### src/include/memWrap_params.svh
// Address map of the load/store subsystem
// Data memory geometry and control-register byte offsets
`ifndef MEMWRAP_PARAMS_SVH
`define MEMWRAP_PARAMS_SVH

// --------------------
// Data memory region
// --------------------
// Byte address of the first data word
`define DMEM_BASE    32'h0001_0000
// Depth in 32-bit words
`define DMEM_WORDS   4096
// Word index width, taken from address bits 13:2
`define DMEM_ADDR_W  12

// --------------------
// Control registers
// --------------------
// Byte address of the register block
`define CR_BASE      32'h0002_0000
// Byte span of the register block
`define CR_SIZE      32'h0000_0100

// Register byte offsets inside the block
`define CR_LED       8'h00
`define CR_SEG       8'h04
`define CR_SWITCH    8'h08
`define CR_BUTTON    8'h0C
`define CR_SCRATCH   8'h10

`endif

### src/design/memWrapPkg.sv
// Shared types of the load/store subsystem
// Core request and response, board inputs and board outputs
package memWrapPkg;

   // --------------------
   // Core side
   // --------------------

   // One data request per clock
   typedef struct packed {
      logic        valid;
      logic        wrEn;
      logic        rdEn;
      // Byte address
      logic [31:0] address;
      // Store data, low lanes hold the value
      logic [31:0] wrData;
      // One bit per byte lane, before alignment
      logic [3:0]  byteEn;
   } t_memReq;

   // Read result, one cycle after the request
   typedef struct packed {
      logic        valid;
      logic [31:0] rdData;
   } t_memRsp;

   // --------------------
   // Board side
   // --------------------

   // Raw board inputs, asynchronous to Clk
   typedef struct packed {
      logic       button0;
      logic       button1;
      logic [9:0] switch;
   } t_fpgaIn;

   // Board outputs
   typedef struct packed {
      logic [9:0]  leds;
      // Six hex digits, digit 0 in the low nibble
      logic [23:0] segValue;
   } t_fpgaOut;

endpackage

### src/design/crMem.sv
// Control register block of the load/store subsystem
// LED, seven-segment and scratch registers, written as whole words
// Switch and button inputs through two-flop synchronizers
// Registered read mux, one cycle of latency
`timescale 1ns/10ps
`include "memWrap_params.svh"

module crMem (
   input  logic                 Clk,
   input  logic                 rstN,
   // Request already qualified by the region decode
   input  memWrapPkg::t_memReq  req,
   // Read data, one cycle after the request
   output logic [31:0]          q,
   // Board side
   input  memWrapPkg::t_fpgaIn  fpgaIn,
   output memWrapPkg::t_fpgaOut fpgaOut
);
   import memWrapPkg::*;

   // Byte offset inside the register block
   logic [7:0] offset;

   // Writable registers, stored at their field widths
   logic [9:0]  ledQ;
   logic [23:0] segQ;
   logic [31:0] scratchQ;

   // Synchronizer stages
   t_fpgaIn fpgaInMeta;
   t_fpgaIn fpgaInSync;

   // Read value before the output flop
   logic [31:0] rdDataNext;

   assign offset = req.address[7:0];

   // --------------------
   // Input synchronizers
   // --------------------
   // Two flops per bit, whole struct moves together
   always_ff @(posedge Clk) begin
      if (!rstN) begin
         fpgaInMeta <= '0;
         fpgaInSync <= '0;
      end else begin
         fpgaInMeta <= fpgaIn;
         fpgaInSync <= fpgaInMeta;
      end
   end

   // --------------------
   // Register writes
   // --------------------
   // Byte enables play no part here
   // Switch, button and unknown offsets drop the write
   always_ff @(posedge Clk) begin
      if (!rstN) begin
         ledQ     <= '0;
         segQ     <= '0;
         scratchQ <= '0;
      end else if (req.valid && req.wrEn) begin
         case (offset)
            `CR_LED:     ledQ     <= req.wrData[9:0];
            `CR_SEG:     segQ     <= req.wrData[23:0];
            `CR_SCRATCH: scratchQ <= req.wrData;
            default:     ;
         endcase
      end
   end

   // --------------------
   // Register reads
   // --------------------
   // Unknown offsets read as zero
   always_comb begin
      case (offset)
         `CR_LED:     rdDataNext = {22'b0, ledQ};
         `CR_SEG:     rdDataNext = {8'b0, segQ};
         `CR_SWITCH:  rdDataNext = {22'b0, fpgaInSync.switch};
         // Bit 0 is button0, bit 1 is button1
         `CR_BUTTON:  rdDataNext = {30'b0, fpgaInSync.button1, fpgaInSync.button0};
         `CR_SCRATCH: rdDataNext = scratchQ;
         default:     rdDataNext = '0;
      endcase
   end

   // Output flop, old value on a combined write and read
   always_ff @(posedge Clk) begin
      if (req.valid && req.rdEn) begin
         q <= rdDataNext;
      end
   end

   // Board outputs straight from the registers
   assign fpgaOut.leds     = ledQ;
   assign fpgaOut.segValue = segQ;

endmodule

### config.mk
export PLATFORM = sky130hd
export DESIGN_NAME = crMem
export DESIGN_NICKNAME = d
export VERILOG_FILES = /design/src/design/memWrapPkg.sv /design/src/design/crMem.sv
export VERILOG_INCLUDE_DIRS = /design/src /design/src/include
export SDC_FILE = /design/constraint.sdc
export NUM_CORES = 1
export LEC_CHECK = 0
export ABC_AREA = 1
export BUFFER_PORTS_ARGS = -buffer_cell sky130_fd_sc_hd__buf_2
export CAP_MARGIN = 5
export CORE_AREA = 3 3 125 127
export CTS_CLUSTER_DIAMETER = 150
export CTS_CLUSTER_SIZE = 24
export DETAILED_ROUTE_END_ITERATION = 10
export DIE_AREA = 0 0 128 130
export PLACE_DENSITY_LB_ADDON = 0.05
export RECOVER_POWER = 50
export SLEW_MARGIN = 15
export SYNTH_ARGS = -nofsm -noshare
export SYNTH_HDL_FRONTEND = slang
export SYNTH_SLANG_ARGS = --single-unit
### constraint.sdc
create_clock -name Clk -period 1.9 [get_ports Clk]
set_input_delay 0.285 -clock Clk [delete_from_list [all_inputs] [get_ports Clk]]
set_output_delay 0.285 -clock Clk [all_outputs]
set_load 0.02 [all_outputs]
# Word level (Yosys, flattened, before mapping)
# Index checks and enable logic that the tools add are counted.
word_totals:
  register_bits: 122
  inputBits: 85
  out_inout_bits: 66
  word_cells: 21
op_classes:
  n_eq_ne: 4
  n_mux: 1
  n_reduce_logical: 6
op_table:
  columns: ["op", "count"]
  rows:
  - ["32-bit one-hot mux with 5 select lines", 1]
  - ["8-bit by 4-bit equality test with 1-bit output, second input constant", 2]
  - ["8-bit by 3-bit equality test with 1-bit output, second input constant", 1]
  - ["8-bit by 5-bit equality test with 1-bit output, second input constant", 1]
  - ["8-bit logical NOT", 1]
  - ["2-bit AND reduction", 3]
  - ["1-bit logical AND", 2]

# Longest topological paths before layout
# Gate-level depths: netlist of run 1.
depth:
  word_depth: 2
  mapped_depth: 8

# Worst setup path before layout of run 1
# OpenSTA, ideal clock, no wires.
synth_timing:
  path_type: "input -> register"
  startpoint: "input port req[70] in the netlist's numbering"
  endpoint: "register q[0] (enable)"
  setup_ps: 387
  arrival_time_ps: 956
  required_time_ps: 1513
  path_slack_ps: 557
  cell_stages: 2
  path_buffers: 0
  path_cell_list: "nand2_1 inv_1"
synth_between:
  elab_chain_len: 1
synth_rtl:
  columns: ["element", "line", "rtl"]
  rows:
  - ["start: declaration", "crMem.sv:12", "input memWrapPkg::t_memReq req,"]
  - ["1-bit logical AND", "crMem.sv:90", "if (req.valid && req.rdEn) begin"]
  - ["end signal: assignment", "crMem.sv:91", "q <= rdDataNext;"]
  - ["end: declaration", "crMem.sv:14", "output logic [31:0] q,"]
# No other way between the ends.
# A chain may end at the register's enable or synchronous reset.

# Final worst setup path of run 1
layout_timing:
  startpoint: "input port req[38] in the netlist's numbering"
  endpoint: "register scratchQ[24]"
layout_between:
  elab_chain_len: 2
layout_rtl:
  columns: ["element", "line", "rtl"]
  rows:
  - ["8-bit by 5-bit equality test with 1-bit output", "crMem.sv:63", "case (offset)"]
  - ["2-bit AND reduction (no line)", null, null]
  - ["end signal: assignment", "crMem.sv:66", "`CR_SCRATCH: scratchQ <= req.wrData;"]
  - ["end: declaration", "crMem.sv:27", "logic [31:0] scratchQ;"]
# No other way between the ends.

==> flow_summary.yaml, run 1 <==
run_status:
  outcome: "finished clean"
timing:
  fin_tns_setup_ns: 0
  clock_skew_ns: 0.007038
  slew_violations: 0
  slew_headroom: 0.2679
  fmax_mhz: 752.0
  tightest_slew_ns: 1.098
  rsz0062_at_grt: "false"
  finalHoldViolations: 0
  finalCritPeriodShare: 0.6999
  finalSetupViolCount: 0
  period_needed_ns: 1.330
global_routing:
  grt_use_total: 0.1559
  antenna_found_initial: 0
  grt_first_pass_wirelength_um: 20210
  grt_max_degree: 91
  grt_pass1_vias: 4103
  gr-total-overflow: 0
clocking:
  cts_root_buf: "clkbuf_16"
  post_cts_buffers: 0
  cts.sinks: 122
  ctsResizeCount: 0
  ctsHoldBuffers: 0
  htree_levels: 4
  worstSkewPairLatency_ns: 0.41
  cts_buffers: 17
  clk_pin_slew_ns: 0.05
  cts_tree: "built"
  clk_path_buf_depth: 2
setup_path:
  critPathLaunchType: "input pin"
  crit_arrival_ns: 1.67
  timing.rr.start: "segQ[1]"
  path_class: "input pin to flip-flop"
  worstPathMaxFanout: 18
  worstSetupEndpointType: "flip-flop"
  r2r-end: "q[1]"
  reg2reg_setup_slack_ns: 1.07
  cp.required_ns: 2.24
  worstRegToRegCells: 4
synth:
  async_flop_share: 0
  synth_area_per_cell_um2: 7.651
  ys_types: 20
  ys_seq_area_frac: 0.5479
  synth_edf_count: 32
  synth-seq-cells: 122
  synth_warnings: 0
  synth_fp_nets: 744
  syn_area_mm2: 0.005042
  synthFlopType: "dfxtp_1"
  syn_inst: 659
layout:
  layout-drive-gt1-share: 0.2151
  nFillCells: 1540
  layout_commonest_cell: "nand2_1"
  synthToLayoutAreaGrowth_pct: 27.84
  seq_area_mm2: 0.002763
  final_cell_mix: "nand2_1, nor2_1, buf_2"
  n_antenna_cell: 0
  layout.cells.non_filler: 979
  nNetsFinal: 867
  multi_input_area_mm2: 0.001779
die:
  pin_count: 151
  die-height_um: 130
  placementRows: 44
  die_area_mm2: 0.01664
  fp.dieW_um: 128
  fp.coreArea_mm2: 0.01453
  start_util: 0.3469
pwr:
  ir_drop_mv: 0.5127
  power_density_mw_per_mm2: 977.7
  p_leak_nw: 3.133
placed_design:
  dp.cells: 947
  place_congestion: 0.7313
  io_buffers: 122
  dp_hpwl_um: 8336
route:
  wire_per_inst_um: 12.67
  vias: 4319
  drt_iter0_drc: 214
  remaining_drc_errors: 0
  firstDrtPassIters: 4
  viasPerCell: 4.412
  wl_um: 12410
  ant_nets: 0
run:
  max_cap_violations: 0
hold_path:
  hold_depth: 3
  worstHoldStart: "fpgaIn[5]"
  holdPathEnd: "fpgaInMeta[5]"
  hold_path.class: "input pin to flip-flop"
-- kinds of logic after synthesis --
kind of cell           share of synthesized area
buffers and inverters                    0.09776
AND/OR/NAND/NOR                           0.3543
flip-flops                                0.5479
-- registers in the layout (all words and copies together), names as in the netlist --
register and cells:
fpgaInSync 12, fpgaInMeta 12, q 32, segQ 24, ledQ 10, scratchQ 32
-- per-layer routing --
layer | GRT usage | vias up | routed length, µm
met5 | 0 | - | 0
met4 | 0.07116 | 0 | 236
met3 | 0.04093 | 19 | 677
met2 | 0.2591 | 108 | 6040
met1 | 0.1905 | 1927 | 5451
li1 | - | 2265 | -
-- how the worst max path moves through the flow --
stage | from | to | slack [ns] | depth (start not counted)
floorplan | req[70] | q[0] | 0.56 | 2
global placement | req[37] | q[8] | 0.33 | 7
detailed placement | req[37] | q[8] | 0.31 | 7
CTS | q[5] | q[5] | 0.61 | 1
global route | req[38] | scratchQ[16] | 0.40 | 9
finish | req[38] | scratchQ[24] | 0.57 | 9
-- synthesized netlist by cell type, types with 3 or more instances --
cell type | n | area share
clkbuf_1 | 7 | 0.0052
dfxtp_1 | 90 | 0.36
nand2_2 | 3 | 0.0037
nand3_1 | 80 | 0.079
nor2_2 | 4 | 0.0050
inv_1 | 78 | 0.058
buf_1 | 4 | 0.0030
nand4_1 | 8 | 0.0099
buf_2 | 13 | 0.013
nand2_1 | 173 | 0.13
nor2_1 | 150 | 0.11
buf_4 | 6 | 0.0089
edfxtp_1 | 32 | 0.19
buf_6 | 4 | 0.0089
-- where the power goes --
part | switching [mW] | internal (mW)
Sequential | 0.0128 | 2.72
Clock | 1.08 | 2.18
Combinational | 0.205 | 0.109
-- per-stage QoR --
step / hold WS [ns] / power, mW / cell area (µm²) / setup slack [ns] / util
final: 0.05574 / 6.302 / 6446 / 0.5703 / 0.4435
after global routing: 0.04928 / 6.560 / 6446 / 0.4003 / 0.4435
after CTS: 0.03401 / 6.406 / 6484 / 0.6060 / 0.4461
after detailed placement: 0.3960 / 3.108 / 5889 / 0.3097 / 0.4052
after global placement: 0.3958 / 3.105 / 5889 / 0.3272 / 0.4052
after floorplan: 0.3826 / 2.964 / 5042 / 0.5569 / -
-- critical path, cell delays in order --
cell	delay (ns)
clkbuf_1	0.12
nor2_1	0.10
nand2_1	0.14
inv_1	0.11
nand2_1	0.31
nor2_8	0.18
buf_4	0.26
nor2_1	0.06
nor2_1	0.10
-- final cells by class --
class	count	area share
Sequential cell	122	0.4286
Multi-Input combinational cell	424	0.2760
Timing Repair Buffer	138	0.1215
Clock buffer	23	0.06949
Inverter	79	0.04600
Tap cell	184	0.03571
Clock inverter	9	0.02271
(Power assumes the default switching activity.)
==> inputs of run 2 (changes only) <==
==> constraint.sdc (replaced) <==
create_clock -name Clk -period 1.3 [get_ports Clk]
set_input_delay 0.195 -clock Clk [delete_from_list [all_inputs] [get_ports Clk]]
set_output_delay 0.195 -clock Clk [all_outputs]
set_load 0.02 [all_outputs]
==> run 2 against run 1 <==
Clock skew decreased by 0.0014 ns. Core utilization increased by 1.3 points. First-iteration DRC count increased by 9.3%. Clock-buffer cell count increased by 3. Die area unchanged. Routed wire length increased by 0.65%. Design area increased by 2.9%.
==> flow_summary.yaml, run 2 (synthesis gave the netlist of run 1 again) <==
run_status:
  outcome: "finished clean"
route:
  routed.top_layer: "met4"
  wire_per_inst_um: 12.51
  vias: 4378
  wl_met3_um: 657
  met2_wirelength_um: 5944
  drt_iter0_drc: 234
  firstDrtPassIters: 4
  remaining_drc_errors: 0
  ant_nets: 0
  wl_met1_um: 5708
  wl_um: 12490
  viasPerCell: 4.387
placed_design:
  place_congestion: 0.7295
  place_area_mm2: 0.006042
  dp_hpwl_um: 8616
  pre_cts_slack_ns: -0.07870
  io_buffers: 122
  dp.cells: 954
timing:
  finalCritPeriodShare: 0.9122
  period_needed_ns: 1.186
  slew_violations: 0
  holdWs_ns: 0.1081
  fmax_mhz: 843.3
  clock_skew_ns: 0.005637
  finalHoldViolations: 0
  slew_headroom: 0.6533
  layout_setup_ws_ns: 0.1142
  fin_tns_setup_ns: 0
  finalSetupViolCount: 0
  tightest_slew_ns: 0.5201
  rsz0062_at_grt: "false"
pwr:
  ir_drop_mv: 0.7904
  power_density_mw_per_mm2: 1338
  p_leak_nw: 3.209
setup_path:
  path_buf_inv: 1
  critPathLaunchType: "flip-flop"
  critPathTopFamily: "flip-flops"
  cp_cell_sequence: "buf_2"
  worst-path-stages: 1
  cp_slowest_cell: "edfxtp_1"
  worstRegToRegCells: 4
  path_class: "flip-flop to output port"
  cp.required_ns: 1.11
  worstSetupEndpointType: "output port"
  worstPathMaxFanout: 1
  cp_slowest_stage_delay_ns: 0.41
  crit_arrival_ns: 0.99
layout:
  reg_top3: "q: 32 flops, scratchQ: 32 flops, segQ: 24 flops"
  layout.cells.non_filler: 998
  final_cell_mix: "nand2_1, nor2_1, buf_2"
  layout-drive-gt1-share: 0.2199
  synthToLayoutAreaGrowth_pct: 31.56
  layout_commonest_cell: "nand2_1"
  nNetsFinal: 886
  n_antenna_cell: 0
  fin_area_mm2: 0.006634
global_routing:
  antenna_found_initial: 0
  grt_first_pass_wirelength_um: 20490
  grt_pass1_vias: 4130
  grt_use_total: 0.1575
  gr-total-overflow: 0
  grt_max_degree: 51
clocking:
  clk_path_buf_depth: 2
  ctsResizeCount: 0
  cts_root_buf: "clkbuf_16"
  cts_tree: "built"
  worstSkewPairLatency_ns: 0.40
  cts.sinks: 122
  htree_levels: 4
  clk_pin_slew_ns: 0.05
  cts_buffers: 17
run:
  max_cap_violations: 0
die:
  start_util: 0.3469
  die-height_um: 130
  placementRows: 44
  pin_count: 151
  fp.dieW_um: 128
  fp.coreArea_mm2: 0.01453
  die_area_mm2: 0.01664
hold_path:
  hold_path.class: "input pin to flip-flop"
  hold_depth: 5
run 2: changes by cell type in the layout (fill, tap and decap cells not counted), moves of 3 or more:
| cell | change |
|---|---|
| clkbuf_8 | +4 |
| dlygate4sd3_1 | +12 |
| clkbuf_2 | +3 |
| buf_12 | +5 |
| bufinv_16 | -3 |
run 2: cell type report:
class                   instances  area, µm²
clock buffers                  26      499.2
clock inverters                 6      62.56
fillers                      1517       7900
inverters                      79      296.5
multi-input cells             424       1769
flip-flops and latches        122       2763
well taps                     184      230.2
repair buffers                157       1013
run 2: final timing paths:
check	start	to	slack (ns)
min reg2reg	fpgaInMeta[11]	fpgaInSync[11]	0.41
min	req[33]	scratchQ[29]	0.11
max reg2reg	segQ[1]	q[1]	0.46
max	q[5]	q[5]	0.11
run 2: metal layers:
metal,vias up,track usage
li1,2298,-
met1,1954,0.1973
met2,114,0.2631
met3,12,0.03971
met4,0,0.05993
met5,-,0
run 2: through the flow:
| step | power [mW] | util |
|---|---|---|
| final | 8.874 | 0.4564 |
| after global routing | 9.243 | 0.4564 |
| after CTS | 9.025 | 0.4626 |
| after detailed placement | 4.566 | 0.4157 |
| after global placement | 4.561 | 0.4157 |
| after floorplan | 4.333 | - |
run 2: repair_timing:
item	in CTS	in global routing
hold endpoints to repair	12	0
hold buffers	12	0
setup buffers	0	0
run 2: power breakdown:
part,switching (mW),internal [mW],total [mW],leakage (nW)
clock,1.57,2.83,4.39,0.268
sequential,0.0204,3.97,3.99,1.03
combinational,0.306,0.185,0.491,1.92
==> inputs of run 3 (changes only) <==
--- a/config.mk
+++ b/config.mk
@@ -14,7 +14,6 @@
 export CTS_CLUSTER_SIZE = 24
 export DETAILED_ROUTE_END_ITERATION = 10
 export DIE_AREA = 0 0 128 130
-export PLACE_DENSITY_LB_ADDON = 0.05
 export RECOVER_POWER = 50
 export SLEW_MARGIN = 15
 export SYNTH_ARGS = -nofsm -noshare
==> run 3 against run 2 <==
Routed wire length fell by 1.7%. Final cell count fell by 0.10%. Design area rose by 0.36%. Die area did not move. Setup slack improved by 0.0091 ns. First-iteration DRC count fell by 13%. Combinational power rose by 4%.
==> flow_summary.yaml, run 3 (synthesis gave the netlist of run 1 again) <==
placed_design:
  io_buffers: 122
  place_area_mm2: 0.006047
  dp_hpwl_um: 7989
  place_congestion: 0.7421
  dp.cells: 953
timing:
  slew_violations: 0
  period_needed_ns: 1.177
  slew_headroom: 0.3335
  holdWs_ns: 0.1064
  tightest_slew_ns: 0.9998
  finalCritPeriodShare: 0.9052
  rsz0062_at_grt: "false"
  finalSetupViolCount: 0
  fmax_mhz: 849.8
  finalHoldViolations: 0
  clock_skew_ns: 0.008650
setup_path:
  cp.required_ns: 1.11
  critPathTopFamily: "flip-flops"
  path_class: "flip-flop to output port"
  worstRegToRegCells: 4
  setup.worst_path.start: "q[2]"
  cp_slowest_cell: "edfxtp_1"
  cp_cell_sequence: "buf_2"
  worstSetupEndpointType: "output port"
  cp_slowest_stage_delay_ns: 0.40
  crit_arrival_ns: 0.98
  r2r-end: "q[0]"
  worstPathMaxFanout: 1
  path_buf_inv: 1
  crit_path_end: "q[2]"
  reg2reg_setup_slack_ns: 0.47
  critPathLaunchType: "flip-flop"
  worst-path-stages: 1
  timing.rr.start: "ledQ[0]"
global_routing:
  gr-total-overflow: 0
  grt_max_degree: 37
  grt_use_total: 0.1517
  grt_pass1_vias: 3987
  grt_first_pass_wirelength_um: 19710
  antenna_found_initial: 0
clocking:
  clk_path_buf_depth: 2
  worstSkewPairLatency_ns: 0.41
  clk_pin_slew_ns: 0.05
  cts_buffers: 17
  ctsResizeCount: 0
  cts_tree: "built"
  htree_levels: 4
  cts.sinks: 122
  cts_root_buf: "clkbuf_16"
route:
  firstDrtPassIters: 4
  vias: 4358
  remaining_drc_errors: 0
  ant_nets: 0
  wl_um: 12280
  wire_per_inst_um: 12.31
  viasPerCell: 4.371
  drt_iter0_drc: 203
die:
  fp.dieW_um: 128
  fp.coreArea_mm2: 0.01453
  die-height_um: 130
  start_util: 0.3469
  pin_count: 151
  die_area_mm2: 0.01664
  placementRows: 44
pwr:
  power_density_mw_per_mm2: 1322
  p_leak_nw: 3.233
  ir_drop_mv: 0.7650
layout:
  final_util: 0.4581
  nFillCells: 1512
  synthToLayoutAreaGrowth_pct: 32.03
  final_cell_mix: "nand2_1, nor2_1, buf_2"
  fin_area_mm2: 0.006658
  layout-drive-gt1-share: 0.2177
  layout.cells.non_filler: 997
  nNetsFinal: 885
  n_antenna_cell: 0
  reg_top3: "q: 32 flops, scratchQ: 32 flops, segQ: 24 flops"
  multi_input_area_mm2: 0.001777
  seq_area_mm2: 0.002763
  layout_commonest_cell: "nand2_1"
hold_path:
  hold_path.class: "input pin to flip-flop"
run_status:
  outcome: "finished clean"
run:
  max_cap_violations: 0
## run 3: cell types whose count changed in the layout (fill, tap and decap cells not counted), sizes merged
cell and change:
clkbuf -2, clkinv +2, bufinv -1, clkinvlp -1, inv +1
## run 3: final cells by class
class | instances | area share
repair buffers | 156 | 0.1569
clock buffers | 25 | 0.07630
multi-input cells | 424 | 0.2669
inverters | 79 | 0.04454
well taps | 184 | 0.03458
clock inverters | 7 | 0.005826
flip-flops and latches | 122 | 0.4150
## run 3: timing repair
| action | 4_1_cts | 5_1_grt |
|---|---|---|
| hold buffers | 12 | 0 |
| hold endpoints to repair | 12 | 0 |
| buffers inserted | 0 | 0 |
## run 3: how the worst min path moves through the flow
stage	start	end	slack (ns)	cells past startpoint
after floorplan	fpgaIn[0]	fpgaInMeta[0]	0.29	2
after global placement	fpgaIn[9]	fpgaInMeta[9]	0.38	3
after detailed placement	fpgaIn[3]	fpgaInMeta[3]	0.38	3
after CTS	req[35]	scratchQ[31]	0.09	5
after global routing	req[35]	scratchQ[31]	0.11	5
final	req[35]	scratchQ[31]	0.11	5
## run 3: stage by stage
stage	setup TNS, ns	worst slack [ns]	total power [mW]
floorplan	0	0.04692	4.333
global placement	-0.5605	-0.02847	4.565
detailed placement	-1.016	-0.03860	4.567
CTS	0	0.1011	8.925
global route	0	0.03724	9.167
finish	0	0.1233	8.799
## run 3: routing by layer
metal  global-route usage  share of wire  vias to the layer above
met2               0.2502           0.48                      102
li1                     -              -                     2305
met5                    0              0                        -
met3              0.05035          0.053                       15
met4              0.04806          0.010                        0
met1               0.1890           0.46                     1936
## run 3: where the power goes
part           total, mW  leakage (nW)  internal, mW  switching [mW]
logic              0.511          1.94         0.202           0.310
clock network       4.30         0.271          2.70            1.60
registers           3.99          1.03          3.97          0.0190
